===== src/decode_pkg.sv =====
package decode_pkg;

   ////////////////////////////////////////////////////////////
   // Widths and field types
   ////////////////////////////////////////////////////////////

   localparam int WORD_W     = 32;
   localparam int REG_ADDR_W = 5;
   localparam int OPCODE_W   = 6;
   localparam int FUNCT_W    = 6;
   localparam int IMM_W      = 16;
   localparam int SHAMT_W    = 5;
   localparam int JUMP_IMM_W = 26;
   localparam int ALU_OP_W   = 4;
   localparam int DSIZE_W    = 2;

   typedef logic [WORD_W-1:0]     word_t;
   typedef logic [REG_ADDR_W-1:0] reg_addr_t;
   typedef logic [OPCODE_W-1:0]   opcode_t;
   typedef logic [FUNCT_W-1:0]    funct_t;
   typedef logic [IMM_W-1:0]      imm_t;
   typedef logic [SHAMT_W-1:0]    shamt_t;
   typedef logic [JUMP_IMM_W-1:0] jump_imm_t;
   typedef logic [ALU_OP_W-1:0]   alu_op_t;
   typedef logic [DSIZE_W-1:0]    dsize_t;

   localparam int        NUM_REGS = 32;
   localparam reg_addr_t RA_REG   = 5'd31;

   // Bit positions inside the instruction word
   localparam int OPCODE_MSB   = 31;
   localparam int RS_MSB       = 25;
   localparam int RT_MSB       = 20;
   localparam int RD_MSB       = 15;
   localparam int SHAMT_MSB    = 10;
   localparam int FUNCT_MSB    = 5;
   localparam int IMM_MSB      = 15;
   localparam int JUMP_IMM_MSB = 25;

   localparam dsize_t DSIZE_BYTE = 2'd0;
   localparam dsize_t DSIZE_HALF = 2'd1;
   localparam dsize_t DSIZE_WORD = 2'd2;

   ////////////////////////////////////////////////////////////
   // Opcodes
   ////////////////////////////////////////////////////////////

   localparam opcode_t OP_RTYPE = 6'b000000;
   localparam opcode_t OP_LB    = 6'b100000;
   localparam opcode_t OP_LH    = 6'b100001;
   localparam opcode_t OP_LW    = 6'b100011;
   localparam opcode_t OP_LBU   = 6'b100100;
   localparam opcode_t OP_LHU   = 6'b100101;
   localparam opcode_t OP_LWU   = 6'b100111;
   localparam opcode_t OP_SB    = 6'b101000;
   localparam opcode_t OP_SH    = 6'b101001;
   localparam opcode_t OP_SW    = 6'b101011;
   localparam opcode_t OP_ADDI  = 6'b001001;
   localparam opcode_t OP_ANDI  = 6'b001100;
   localparam opcode_t OP_ORI   = 6'b001101;
   localparam opcode_t OP_XORI  = 6'b001110;
   localparam opcode_t OP_LUI   = 6'b001111;
   localparam opcode_t OP_SLTI  = 6'b001010;
   localparam opcode_t OP_BEQ   = 6'b000100;
   localparam opcode_t OP_BNE   = 6'b000101;
   localparam opcode_t OP_J     = 6'b000010;
   localparam opcode_t OP_JAL   = 6'b000011;

   // R-type function field
   localparam funct_t FN_SLL  = 6'b000000;
   localparam funct_t FN_SRL  = 6'b000010;
   localparam funct_t FN_SRA  = 6'b000011;
   localparam funct_t FN_SLLV = 6'b000100;
   localparam funct_t FN_SRLV = 6'b000110;
   localparam funct_t FN_SRAV = 6'b000111;
   localparam funct_t FN_ADDU = 6'b100001;
   localparam funct_t FN_SUBU = 6'b100011;
   localparam funct_t FN_AND  = 6'b100100;
   localparam funct_t FN_OR   = 6'b100101;
   localparam funct_t FN_XOR  = 6'b100110;
   localparam funct_t FN_NOR  = 6'b100111;
   localparam funct_t FN_SLT  = 6'b101010;
   localparam funct_t FN_JR   = 6'b001000;
   localparam funct_t FN_JALR = 6'b001001;

   // ALU operations seen by EX
   localparam alu_op_t ALU_ADD = 4'b0000;
   localparam alu_op_t ALU_SUB = 4'b0001;
   localparam alu_op_t ALU_AND = 4'b0010;
   localparam alu_op_t ALU_OR  = 4'b0011;
   localparam alu_op_t ALU_XOR = 4'b0100;
   localparam alu_op_t ALU_NOR = 4'b0101;
   localparam alu_op_t ALU_SRL = 4'b0110;
   localparam alu_op_t ALU_SLL = 4'b0111;
   localparam alu_op_t ALU_SRA = 4'b1000;
   localparam alu_op_t ALU_SLT = 4'b1010;
   localparam alu_op_t ALU_LUI = 4'b1011;

   ////////////////////////////////////////////////////////////
   // Control frames
   ////////////////////////////////////////////////////////////

   typedef struct packed {
      alu_op_t alu_op;
      logic    use_imm;
      logic    imm_unsigned;
      logic    use_shamt;
   } ex_ctrl_t;

   typedef struct packed {
      logic   rd_en;
      logic   wr_en;
      logic   load_unsigned;
      dsize_t dsize;
   } mem_ctrl_t;

   typedef struct packed {
      reg_addr_t dest;
      logic      reg_we;
      logic      from_alu;
      logic      link_pc;
   } wb_ctrl_t;

   typedef struct packed {
      alu_op_t alu_op;
      logic    use_shamt;
      logic    link_pc;
      logic    jump_reg;
   } func_ctrl_t;

   typedef struct packed {
      ex_ctrl_t  ex;
      mem_ctrl_t mem;
      logic      reg_we;
      logic      from_alu;
      logic      link_pc;
      logic      to_ra;
      logic      is_branch;
      logic      branch_ne;
      logic      jump_imm;
      logic      jump_reg;
   } dec_ctrl_t;

endpackage


===== src/id_regfile.sv =====
`timescale 1ns/10ps

module id_regfile (
   input  logic                  i_clk,
   input  logic                  i_rst,
   input  logic                  i_we,
   input  decode_pkg::reg_addr_t i_waddr,
   input  decode_pkg::word_t     i_wdata,
   input  decode_pkg::reg_addr_t i_raddr_a,
   input  decode_pkg::reg_addr_t i_raddr_b,
   output decode_pkg::word_t     o_rdata_a,
   output decode_pkg::word_t     o_rdata_b
);

   import decode_pkg::*;

   word_t regs [NUM_REGS];

   // Write port
   always_ff @(posedge i_clk) begin
      if (i_rst) begin
         for (int i = 0; i < NUM_REGS; i++) begin
            regs[i] <= '0;
         end
      end else if (i_we) begin
         regs[i_waddr] <= i_wdata;
      end
   end

   // Read ports, no bypass from the write port
   assign o_rdata_a = regs[i_raddr_a];
   assign o_rdata_b = regs[i_raddr_b];

endmodule


===== src/id_func_decoder.sv =====
`timescale 1ns/10ps

module id_func_decoder (
   input  decode_pkg::funct_t     i_funct,
   output decode_pkg::func_ctrl_t o_func
);

   import decode_pkg::*;

   always_comb begin
      o_func = '0;
      case (i_funct)
         // Constant shift amount
         FN_SLL: begin
            o_func.alu_op    = ALU_SLL;
            o_func.use_shamt = 1'b1;
         end
         FN_SRL: begin
            o_func.alu_op    = ALU_SRL;
            o_func.use_shamt = 1'b1;
         end
         FN_SRA: begin
            o_func.alu_op    = ALU_SRA;
            o_func.use_shamt = 1'b1;
         end
         // Shift amount from rs
         FN_SLLV: o_func.alu_op = ALU_SLL;
         FN_SRLV: o_func.alu_op = ALU_SRL;
         FN_SRAV: o_func.alu_op = ALU_SRA;
         FN_ADDU: o_func.alu_op = ALU_ADD;
         FN_SUBU: o_func.alu_op = ALU_SUB;
         FN_AND:  o_func.alu_op = ALU_AND;
         FN_OR:   o_func.alu_op = ALU_OR;
         FN_XOR:  o_func.alu_op = ALU_XOR;
         FN_NOR:  o_func.alu_op = ALU_NOR;
         FN_SLT:  o_func.alu_op = ALU_SLT;
         FN_JR: begin
            o_func.jump_reg = 1'b1;
         end
         FN_JALR: begin
            o_func.jump_reg = 1'b1;
            o_func.link_pc  = 1'b1;
         end
         default: begin
            o_func = '0;
         end
      endcase
   end

endmodule


===== src/id_main_decoder.sv =====
`timescale 1ns/10ps

module id_main_decoder (
   input  decode_pkg::opcode_t    i_opcode,
   input  decode_pkg::func_ctrl_t i_func,
   output decode_pkg::dec_ctrl_t  o_ctrl
);

   import decode_pkg::*;

   // Access size from the low opcode bits of loads and stores
   function automatic dsize_t mem_size(input opcode_t op);
      dsize_t size;
      case (op)
         OP_LB, OP_LBU, OP_SB: size = DSIZE_BYTE;
         OP_LH, OP_LHU, OP_SH: size = DSIZE_HALF;
         default:              size = DSIZE_WORD;
      endcase
      return size;
   endfunction

   always_comb begin
      o_ctrl = '0;
      case (i_opcode)
         ////////////////////////////////////////////////////////////
         // Register ALU ops, JR and JALR
         ////////////////////////////////////////////////////////////
         OP_RTYPE: begin
            o_ctrl.reg_we       = 1'b1;
            o_ctrl.from_alu     = 1'b1;
            o_ctrl.ex.alu_op    = i_func.alu_op;
            o_ctrl.ex.use_shamt = i_func.use_shamt;
            o_ctrl.link_pc      = i_func.link_pc;
            o_ctrl.jump_reg     = i_func.jump_reg;
         end

         ////////////////////////////////////////////////////////////
         // Memory access
         ////////////////////////////////////////////////////////////
         OP_LB, OP_LH, OP_LW, OP_LBU, OP_LHU, OP_LWU: begin
            o_ctrl.mem.rd_en         = 1'b1;
            o_ctrl.mem.dsize         = mem_size(i_opcode);
            o_ctrl.mem.load_unsigned = i_opcode inside {OP_LBU, OP_LHU, OP_LWU};
            o_ctrl.ex.use_imm        = 1'b1;
            o_ctrl.reg_we            = 1'b1;
         end
         OP_SB, OP_SH, OP_SW: begin
            o_ctrl.mem.wr_en  = 1'b1;
            o_ctrl.mem.dsize  = mem_size(i_opcode);
            o_ctrl.ex.use_imm = 1'b1;
         end

         ////////////////////////////////////////////////////////////
         // Immediate ALU ops
         ////////////////////////////////////////////////////////////
         OP_ADDI, OP_SLTI: begin
            o_ctrl.ex.alu_op  = (i_opcode == OP_ADDI) ? ALU_ADD : ALU_SLT;
            o_ctrl.ex.use_imm = 1'b1;
            o_ctrl.reg_we     = 1'b1;
            o_ctrl.from_alu   = 1'b1;
         end
         OP_ANDI, OP_ORI, OP_XORI, OP_LUI: begin
            case (i_opcode)
               OP_ANDI: o_ctrl.ex.alu_op = ALU_AND;
               OP_ORI:  o_ctrl.ex.alu_op = ALU_OR;
               OP_XORI: o_ctrl.ex.alu_op = ALU_XOR;
               default: o_ctrl.ex.alu_op = ALU_LUI;
            endcase
            // Zero extended immediate
            o_ctrl.ex.imm_unsigned = 1'b1;
            o_ctrl.ex.use_imm      = 1'b1;
            o_ctrl.reg_we          = 1'b1;
            o_ctrl.from_alu        = 1'b1;
         end

         // Branches and jumps
         OP_BEQ, OP_BNE: begin
            o_ctrl.is_branch  = 1'b1;
            o_ctrl.branch_ne  = (i_opcode == OP_BNE);
            o_ctrl.ex.use_imm = 1'b1;
         end
         OP_J: begin
            o_ctrl.jump_imm = 1'b1;
         end
         OP_JAL: begin
            o_ctrl.jump_imm = 1'b1;
            o_ctrl.to_ra    = 1'b1;
            o_ctrl.reg_we   = 1'b1;
            o_ctrl.link_pc  = 1'b1;
         end

         default: begin
            o_ctrl = '0;
         end
      endcase
   end

endmodule


===== src/id_branch_unit.sv =====
`timescale 1ns/10ps

module id_branch_unit (
   input  logic                  i_clk,
   input  logic                  i_rst,
   input  decode_pkg::word_t     i_rs_data,
   input  decode_pkg::word_t     i_rt_data,
   input  decode_pkg::dec_ctrl_t i_ctrl,
   input  decode_pkg::jump_imm_t i_jump_imm,
   output logic                  o_branch,
   output logic                  o_jump_rs,
   output logic                  o_jump_inm,
   output logic                  o_nop,
   output decode_pkg::jump_imm_t o_jump_imm_addr
);

   logic equal;
   logic taken;

   // Compare on the operands read this cycle
   assign equal = (i_rs_data == i_rt_data);
   assign taken = i_ctrl.is_branch & (i_ctrl.branch_ne ? ~equal : equal);

   always_ff @(posedge i_clk) begin
      if (i_rst) begin
         o_branch        <= 1'b0;
         o_jump_rs       <= 1'b0;
         o_jump_inm      <= 1'b0;
         o_nop           <= 1'b0;
         o_jump_imm_addr <= '0;
      end else begin
         o_branch        <= i_ctrl.is_branch;
         o_jump_rs       <= i_ctrl.jump_reg;
         o_jump_inm      <= i_ctrl.jump_imm;
         // Squash the slot fetched behind a change of flow
         o_nop           <= taken | i_ctrl.jump_imm | i_ctrl.jump_reg;
         o_jump_imm_addr <= i_jump_imm;
      end
   end

endmodule


===== src/id_stage_regs.sv =====
`timescale 1ns/10ps

module id_stage_regs (
   input  logic                  i_clk,
   input  logic                  i_rst,
   input  decode_pkg::dec_ctrl_t i_ctrl,
   input  decode_pkg::reg_addr_t i_rt,
   input  decode_pkg::reg_addr_t i_rd,
   input  decode_pkg::imm_t      i_imm,
   input  decode_pkg::shamt_t    i_shamt,
   input  decode_pkg::word_t     i_pc,
   output decode_pkg::ex_ctrl_t  o_ex_ctrl,
   output decode_pkg::mem_ctrl_t o_mem_ctrl,
   output decode_pkg::wb_ctrl_t  o_wb_ctrl,
   output decode_pkg::imm_t      o_imm,
   output decode_pkg::shamt_t    o_shamt,
   output decode_pkg::word_t     o_pc
);

   import decode_pkg::*;

   reg_addr_t dest;
   wb_ctrl_t  wb_next;

   // Link goes to r31, I-format writes rt, R-format writes rd
   always_comb begin
      if (i_ctrl.to_ra) begin
         dest = RA_REG;
      end else if (i_ctrl.ex.use_imm) begin
         dest = i_rt;
      end else begin
         dest = i_rd;
      end
   end

   assign wb_next = '{
      dest:     dest,
      reg_we:   i_ctrl.reg_we,
      from_alu: i_ctrl.from_alu,
      link_pc:  i_ctrl.link_pc
   };

   always_ff @(posedge i_clk) begin
      if (i_rst) begin
         o_ex_ctrl  <= '0;
         o_mem_ctrl <= '0;
         o_wb_ctrl  <= '0;
         o_pc       <= '0;
      end else begin
         o_ex_ctrl  <= i_ctrl.ex;
         o_mem_ctrl <= i_ctrl.mem;
         o_wb_ctrl  <= wb_next;
         o_pc       <= i_pc;
      end
   end

   // Operand fields
   always_ff @(posedge i_clk) begin
      o_imm   <= i_imm;
      o_shamt <= i_shamt;
   end

endmodule


===== src/instruction_decode.sv =====
`timescale 1ns/10ps

module instruction_decode (
   input  logic                  i_clk,
   input  logic                  i_rst,
   input  decode_pkg::word_t     i_instruction,
   input  decode_pkg::word_t     i_pc,
   input  logic                  i_regfile_we,
   input  decode_pkg::reg_addr_t i_regfile_addr,
   input  decode_pkg::word_t     i_regfile_data,
   output decode_pkg::word_t     o_a,
   output decode_pkg::word_t     o_b,
   output decode_pkg::ex_ctrl_t  o_ex_ctrl,
   output decode_pkg::mem_ctrl_t o_mem_ctrl,
   output decode_pkg::wb_ctrl_t  o_wb_ctrl,
   output decode_pkg::imm_t      o_imm,
   output decode_pkg::shamt_t    o_shamt,
   output decode_pkg::word_t     o_pc,
   output logic                  o_branch,
   output logic                  o_jump_rs,
   output logic                  o_jump_inm,
   output decode_pkg::jump_imm_t o_jump_imm_addr,
   output logic                  o_nop
);

   import decode_pkg::*;

   opcode_t    opcode;
   funct_t     funct;
   reg_addr_t  rs;
   reg_addr_t  rt;
   reg_addr_t  rd;
   imm_t       imm;
   shamt_t     shamt;
   jump_imm_t  jump_imm;

   func_ctrl_t func_ctrl;
   dec_ctrl_t  dec_ctrl;

   ////////////////////////////////////////////////////////////
   // Instruction fields
   ////////////////////////////////////////////////////////////

   assign opcode   = i_instruction[OPCODE_MSB -: OPCODE_W];
   assign rs       = i_instruction[RS_MSB -: REG_ADDR_W];
   assign rt       = i_instruction[RT_MSB -: REG_ADDR_W];
   assign rd       = i_instruction[RD_MSB -: REG_ADDR_W];
   assign shamt    = i_instruction[SHAMT_MSB -: SHAMT_W];
   assign funct    = i_instruction[FUNCT_MSB -: FUNCT_W];
   assign imm      = i_instruction[IMM_MSB -: IMM_W];
   assign jump_imm = i_instruction[JUMP_IMM_MSB -: JUMP_IMM_W];

   ////////////////////////////////////////////////////////////
   // Datapath and control
   ////////////////////////////////////////////////////////////

   id_regfile u_regfile (
      .i_clk     (i_clk),
      .i_rst     (i_rst),
      .i_we      (i_regfile_we),
      .i_waddr   (i_regfile_addr),
      .i_wdata   (i_regfile_data),
      .i_raddr_a (rs),
      .i_raddr_b (rt),
      .o_rdata_a (o_a),
      .o_rdata_b (o_b)
   );

   id_func_decoder u_func_decoder (
      .i_funct (funct),
      .o_func  (func_ctrl)
   );

   id_main_decoder u_main_decoder (
      .i_opcode (opcode),
      .i_func   (func_ctrl),
      .o_ctrl   (dec_ctrl)
   );

   id_branch_unit u_branch_unit (
      .i_clk           (i_clk),
      .i_rst           (i_rst),
      .i_rs_data       (o_a),
      .i_rt_data       (o_b),
      .i_ctrl          (dec_ctrl),
      .i_jump_imm      (jump_imm),
      .o_branch        (o_branch),
      .o_jump_rs       (o_jump_rs),
      .o_jump_inm      (o_jump_inm),
      .o_nop           (o_nop),
      .o_jump_imm_addr (o_jump_imm_addr)
   );

   id_stage_regs u_stage_regs (
      .i_clk      (i_clk),
      .i_rst      (i_rst),
      .i_ctrl     (dec_ctrl),
      .i_rt       (rt),
      .i_rd       (rd),
      .i_imm      (imm),
      .i_shamt    (shamt),
      .i_pc       (i_pc),
      .o_ex_ctrl  (o_ex_ctrl),
      .o_mem_ctrl (o_mem_ctrl),
      .o_wb_ctrl  (o_wb_ctrl),
      .o_imm      (o_imm),
      .o_shamt    (o_shamt),
      .o_pc       (o_pc)
   );

endmodule


===== config.mk =====
export PLATFORM = sky130hd
export DESIGN_NAME = instruction_decode
export DESIGN_NICKNAME = d
export VERILOG_FILES = /design/src/decode_pkg.sv /design/src/id_regfile.sv /design/src/id_func_decoder.sv /design/src/id_main_decoder.sv /design/src/id_branch_unit.sv /design/src/id_stage_regs.sv /design/src/instruction_decode.sv
export SDC_FILE = /design/constraint.sdc
export NUM_CORES = 2
export LEC_CHECK = 0
export ABC_CLOCK_PERIOD_IN_PS = 6600
export BUFFER_PORTS_ARGS = -buffer_cell sky130_fd_sc_hd__buf_4
export CAP_MARGIN = 20
export CORE_AREA = 4 4 366 368
export DETAILED_ROUTE_END_ITERATION = 12
export DIE_AREA = 0 0 370 372
export SYNTH_ARGS = -nofsm -noshare
export SYNTH_HDL_FRONTEND = slang
export SYNTH_SLANG_ARGS = --single-unit

===== constraint.sdc =====
create_clock -name i_clk -period 6.6 [get_ports i_clk]
set_clock_uncertainty 0.2 [all_clocks]
set_input_delay 0.33 -clock i_clk [delete_from_list [all_inputs] [get_ports i_clk]]
set_output_delay 0.33 -clock i_clk [all_outputs]
set_load 0.05 [all_outputs]

Yosys cells after proc, flatten, opt, wreduce, memory -nomap -nowiden
Memories as Yosys holds them, arrays and structs flattened.
Cells that the tools add are included.
W data, S select, Z words.
Word-level totals
  logic and storage cells: 115
  output and inout bits: 167
  bits of input ports: 104
  memories kept: 1
  register bits after elaboration: 103
  RAM bits: 1024
  ROM bits: 0
  latch bits: 0
Operators by class
  add/subtract/negate cells: 0
  bitwise operators: 7
  shift operators: 0
  multiply operators: 0
  divide/modulo/power cells: 0
  equality and inequality tests: 33
  mux-type cells: 30
  magnitude comparators: 0
  reductions and logical operators: 24
Memory list
  u_regfile.regs: depth 32, bits a word 32, read ports 2, clocked after memory_dff 0, wr ports 32, line id_regfile.sv:17  | word_t regs [NUM_REGS];
Operators by type and width (count)
  $eq A6 B6 Y1 const B: 15
  $eq A6 B4 Y1 const B: 8
  $pmux W4 S9: 1
  $eq A32 B32 Y1: 1
  $mux W32: 1
  $reduce_or A32 Y1: 1
  $eq A6 B3 Y1 const B: 5
  $eq A6 B2 Y1 const B: 4
  $pmux W4 S3: 2
  $reduce_or A2 Y1: 10
  $mux W1: 19
  $reduce_or A17 Y1: 1
  $mux W5: 3
  $reduce_or A14 Y1: 1
  $logic_not A6 Y1: 2
  $reduce_or A3 Y1: 4
  $reduce_or A9 Y1: 1
  $reduce_or A7 Y1: 1
  $reduce_or A6 Y1: 1
  $mux W4: 1
  $not A1 Y1: 4
  $pmux W2 S2: 1
  $reduce_or A4 Y1: 1
  $reduce_bool A3 Y1: 1
  other kinds (4): 5

Longest topological paths before layout
  depth in word-level cells: 7
  depth in mapped cells: 14
  depth with buffers taken out: 10

Hierarchy
A second synthesis with hierarchy kept.
Second synthesis, totals
  cell total of the unflattened synthesis: 4967
  area, all modules: 60020.1 µm²
Modules (own cells, without submodules)
  id_regfile: seq. area each 30749.5 µm², instances 1, cells an instance 4640, area each 56467.9 µm²
  id_stage_regs: seq. area each 1461.4 µm², instances 1, cells an instance 137, area each 1866.8 µm²
  id_branch_unit: seq. area each 600.6 µm², instances 1, cells an instance 110, area each 1184.9 µm²
  id_main_decoder: seq. area each 0.0 µm², instances 1, cells an instance 59, area each 354.1 µm²
  id_func_decoder: seq. area each 0.0 µm², instances 1, cells an instance 21, area each 146.4 µm²

Least setup slack after synthesis
No wires, ideal clock.
  kind: in2reg
  from: input i_instruction[16]
  to: register u_branch_unit.o_nop
  library setup time: 0.120 ns
  required time: 6.280 ns
  cell stages on the path: 12
  buffers on the path: 4
  arrival: 3.662 ns
  setup slack: 2.618 ns
  path through: buf_2 -> buf_6 -> buf_4 -> buf_6 -> mux4_2 -> mux2i_1 -> a221oi_1 -> xor2_1 -> nor4_1 -> nand4_1 -> xnor2_1 -> a211o_1
On the way
  longest elaborated chain between the ends: 7
RTL lines
  start, declared: line instruction_decode.sv:6  | input decode_pkg::word_t i_instruction,
  $mem_v2 Z32 W32 (*)
  net o_b[29]: line instruction_decode.sv:12  | output decode_pkg::word_t o_b,
  $eq A32 B32 Y1 (*): line id_branch_unit.sv:21  | assign equal = (i_rs_data == i_rt_data);
  $not A1 Y1: line id_branch_unit.sv:22  | assign taken = i_ctrl.is_branch & (i_ctrl.branch_ne ? ~equal : equal);
  $mux W1 (*): line id_branch_unit.sv:22
  $and A1 B1 Y1 (*): line id_branch_unit.sv:22
  $or A1 B1 Y1 (*) (2 in a row): line id_branch_unit.sv:36  | o_nop <= taken | i_ctrl.jump_imm | i_ctrl.jump_reg;
  end signal, assigned: line id_branch_unit.sv:36
  end, declared: line id_branch_unit.sv:13  | output logic o_nop,
Mark *: on every way through the listed nets, which the timed path passes. The rest lies on a longest branch.
A chain may end at the register's enable or synchronous reset.

==> flow_summary.toml <==
[placed_design]
post-place-ws_ns = 1.38
port_buffers = 270
detailed_place_hpwl_um = 126000
place.gp.congestion = 0.887
detailed_place.area_mm2 = 0.0621

[logic_synthesis]
syn_nets = 4105
ys_seq_area_frac = 0.561
synthesis.yosys.warnings = 0
syn_inst = 4001
synth_area_per_cell_um2 = 14.6
synth-main-ff-cell = "sky130_fd_sc_hd__edfxtp_1"
yosys_register_bits = 1122
synth.distinct_cells = 60
synth_async_sr_flop_share = 0
synth-edff-count = 1024
synth_area_mm2 = 0.0583

[die]
start_util = 0.446
die_width_um = 370
ios = 271
die-height_um = 372
row_count = 133
core_area_mm2 = 0.131
die_area_mm2 = 0.138

[routing]
detail_route.wirelength_um = 207000
wire_per_inst_um = 33.9
post-route-drc-count = 0
detailedRoute.firstPassIterationCount = 6
vias_per_cell = 6.24
initialDrtViolationCount = 5332
route.vias.total = 38100
ant_nets = 0

[final_layout]
drive_above_1_share = 0.262
area_of_the_multi_input_gates_mm2 = 0.0239
final_design_utilization = 0.514
areaGrowthSynthToFinish_pct = 15.4
final_common_cell = "sky130_fd_sc_hd__and2_1"
layout_common_cells = "1070 x sky130_fd_sc_hd__and2_1, 1024 x sky130_fd_sc_hd__edfxtp_1, 458 x sky130_fd_sc_hd__mux4_2"
nNetsFinal = 4341
n_fill_cell = 10900
seq_area_mm2 = 0.0327
final_area_mm2 = 0.0673

[clocking]
cts-htree-levels = 4
post_cts_buffers = 0
tritoncts.num_buffers = 130
cts_sinks = 1122
clk_transition_reported_paths_ns = 0.06
clk-insertion-delay-late_ns = 0.78
clock-root-buffer = "sky130_fd_sc_hd__clkbuf_16"
cts_tree = "built"
cts.path.max_buffers = 3

[power_and_ir_drop]
power_mw = 17.9
power.density_cell_area_mw_per_mm2 = 266
p_leak_nw = 23.9
vdd.ir_drop.worst_v = 0.000202

[global_routing]
pin_count_of_the_biggest_net_entering_global_routing = 64
first_global_vias = 38100
groute.usage.overall = 0.299
grt_remaining_overflow = 0
grt_antenna_before_repair = 16
grt_first_pass_wirelength_um = 289000

[sta]
rsz0062_at_grt = "no"
hold_violations = 0
finalCriticalPeriod_ns = 4.84
highest_clock_frequency_the_design_can_meet_mhz = 207
final.setup.worst_slack_ns = 1.76
worst-slew-pin-transition_ns = 1.11
fin_tns_setup_ns = 0
final_max_slew_viol_count = 0
fin_crit_sh = 0.733
slew_headroom = 0.255
setup_violations = 0

[setup_path]
worstPathMaxFanout = 2
arrival_ns = 5.30
timing.critical_path.from = "u_regfile.regs[20][14]"
regToRegEndpoint = "u_branch_unit.o_nop"
criticalPathCategory = "reg -> reg"
timing.rr.start = "u_regfile.regs[20][14]"
r2r_slack_ns = 1.76
end_kind = "flip-flop"
worst_case_reg_to_reg_path_depth = 11
critPathCapture = "u_branch_unit.o_nop"
critPathRequiredTime_ns = 7.06
timing.critical_path.from_type = "flip-flop"

[flow_run]
cap_viol_max_count = 0

[min_path]
type_of_the_worst_min_delay_path = "in -> reg"

[outcome]
outcome = "finished, final reports clean"
-- per-layer routing --
layer / part of all wire / GRT usage / up-vias
li1: - / - / 15600
met1: 0.37 / 0.392 / 19700
met5: 0.00013 / 0 / -
met4: 0.050 / 0.138 / 4
met3: 0.11 / 0.0736 / 400
met2: 0.46 / 0.473 / 2347
-- cells in the mapped netlist, types with 22 or more instances --
master,count,area [µm²]
sky130_fd_sc_hd__xnor2_1,24,210
sky130_fd_sc_hd__o21bai_1,22,165
sky130_fd_sc_hd__nor2_1,65,244
sky130_fd_sc_hd__mux2i_1,168,1680
sky130_fd_sc_hd__clkbuf_1,271,1020
sky130_fd_sc_hd__a21boi_0,37,278
sky130_fd_sc_hd__nor2b_1,65,407
sky130_fd_sc_hd__buf_4,34,255
sky130_fd_sc_hd__and2_1,1071,6700
sky130_fd_sc_hd__nor3_1,22,110
sky130_fd_sc_hd__a22o_1,32,280
sky130_fd_sc_hd__a31oi_1,53,332
sky130_fd_sc_hd__buf_2,65,325
sky130_fd_sc_hd__or2_2,32,200
sky130_fd_sc_hd__a221oi_1,61,534
sky130_fd_sc_hd__buf_6,33,372
sky130_fd_sc_hd__nand2_1,132,495
sky130_fd_sc_hd__dfxtp_1,98,1960
sky130_fd_sc_hd__edfxtp_1,1024,30700
sky130_fd_sc_hd__a21oi_1,49,245
sky130_fd_sc_hd__mux4_2,458,10300
-- cell families (layout without fill, tap and decap cells) --
| kind of cell | count (synthesis) | count (layout) | synth area share |
|---|---|---|---|
| AO/OA/AOI/OAI | 370 | 370 | 0.0488 |
| flip-flops | 1122 | 1122 | 0.561 |
| XOR/XNOR | 34 | 34 | 0.00510 |
| other | 0 | 8 | 0 |
| multiplexers | 626 | 626 | 0.206 |
| AND/OR/NAND/NOR | 1428 | 1428 | 0.145 |
| buffers and inverters | 421 | 762 | 0.0351 |
-- worst max-delay path, stage by stage (launching register included) --
cell,delay [ns]
sky130_fd_sc_hd__edfxtp_1,0.39
sky130_fd_sc_hd__mux4_2,0.47
sky130_fd_sc_hd__a22o_1,0.26
sky130_fd_sc_hd__nor3_1,0.88
sky130_fd_sc_hd__a31oi_1,0.17
sky130_fd_sc_hd__xnor2_1,0.51
sky130_fd_sc_hd__nand4_1,0.34
sky130_fd_sc_hd__nor4_1,0.33
sky130_fd_sc_hd__buf_4,0.21
sky130_fd_sc_hd__nand4_1,0.37
sky130_fd_sc_hd__xnor2_1,0.27
sky130_fd_sc_hd__a211o_1,0.29
-- worst min-delay path by stage --
stage	startpoint	to	cells after the start
floorplan	i_instruction[0]	u_stage_regs.o_imm[0]	0
global placement	i_instruction[6]	u_stage_regs.o_imm[6]	1
detailed placement	i_instruction[9]	u_stage_regs.o_shamt[3]	1
CTS	i_instruction[8]	u_stage_regs.o_shamt[2]	2
global route	i_instruction[8]	u_stage_regs.o_shamt[2]	2
finish	i_instruction[15]	u_stage_regs.o_imm[15]	2
-- per-stage QoR --
| stage | cells | hold slack, ns |
|---|---|---|
| after floorplan | 4001 | 0.158 |
| after global placement | 5746 | 0.243 |
| after detailed placement | 5746 | 0.241 |
| after global routing | 6098 | 0.0245 |
| final | 6105 | 0.0497 |
| after CTS | 6097 | 0.00203 |
-- timing repair --
item                                     CTS  global route
endpoints found under the setup margin     0             0
gates resized for setup                    0             0
hold buffers                             114             0
hold endpoints to repair                1114             0
-- power breakdown --
| part | leakage [nW] | switching (mW) | internal (mW) |
|---|---|---|---|
| logic | 11.3 | 1.65 | 0.958 |
| registers | 10.6 | 0.185 | 8.13 |
| clock network | 1.99 | 3.00 | 3.99 |
-- sequential cells by signal, indices dropped and copies added, names as in the netlist, 3 cells and up --
register                       flops
u_branch_unit.o_jump_imm_addr     26
u_regfile.regs                  1024
u_stage_regs.o_ex_ctrl             7
u_stage_regs.o_imm                13
u_stage_regs.o_mem_ctrl            5
u_stage_regs.o_pc                 32
u_stage_regs.o_shamt               3
u_stage_regs.o_wb_ctrl             8
-- layout make-up --
| cell class | instances | area share |
|---|---|---|
| inverter | 8 | 0.000521 |
| clock inverter | 70 | 0.00790 |
| clock buffer | 167 | 0.0525 |
| antenna | 8 | 0.000298 |
| tap | 1755 | 0.0326 |
| multi-input combinational | 2458 | 0.355 |
| timing repair buffer | 517 | 0.0653 |
| sequential | 1122 | 0.486 |
(Power assumes the default switching activity.)
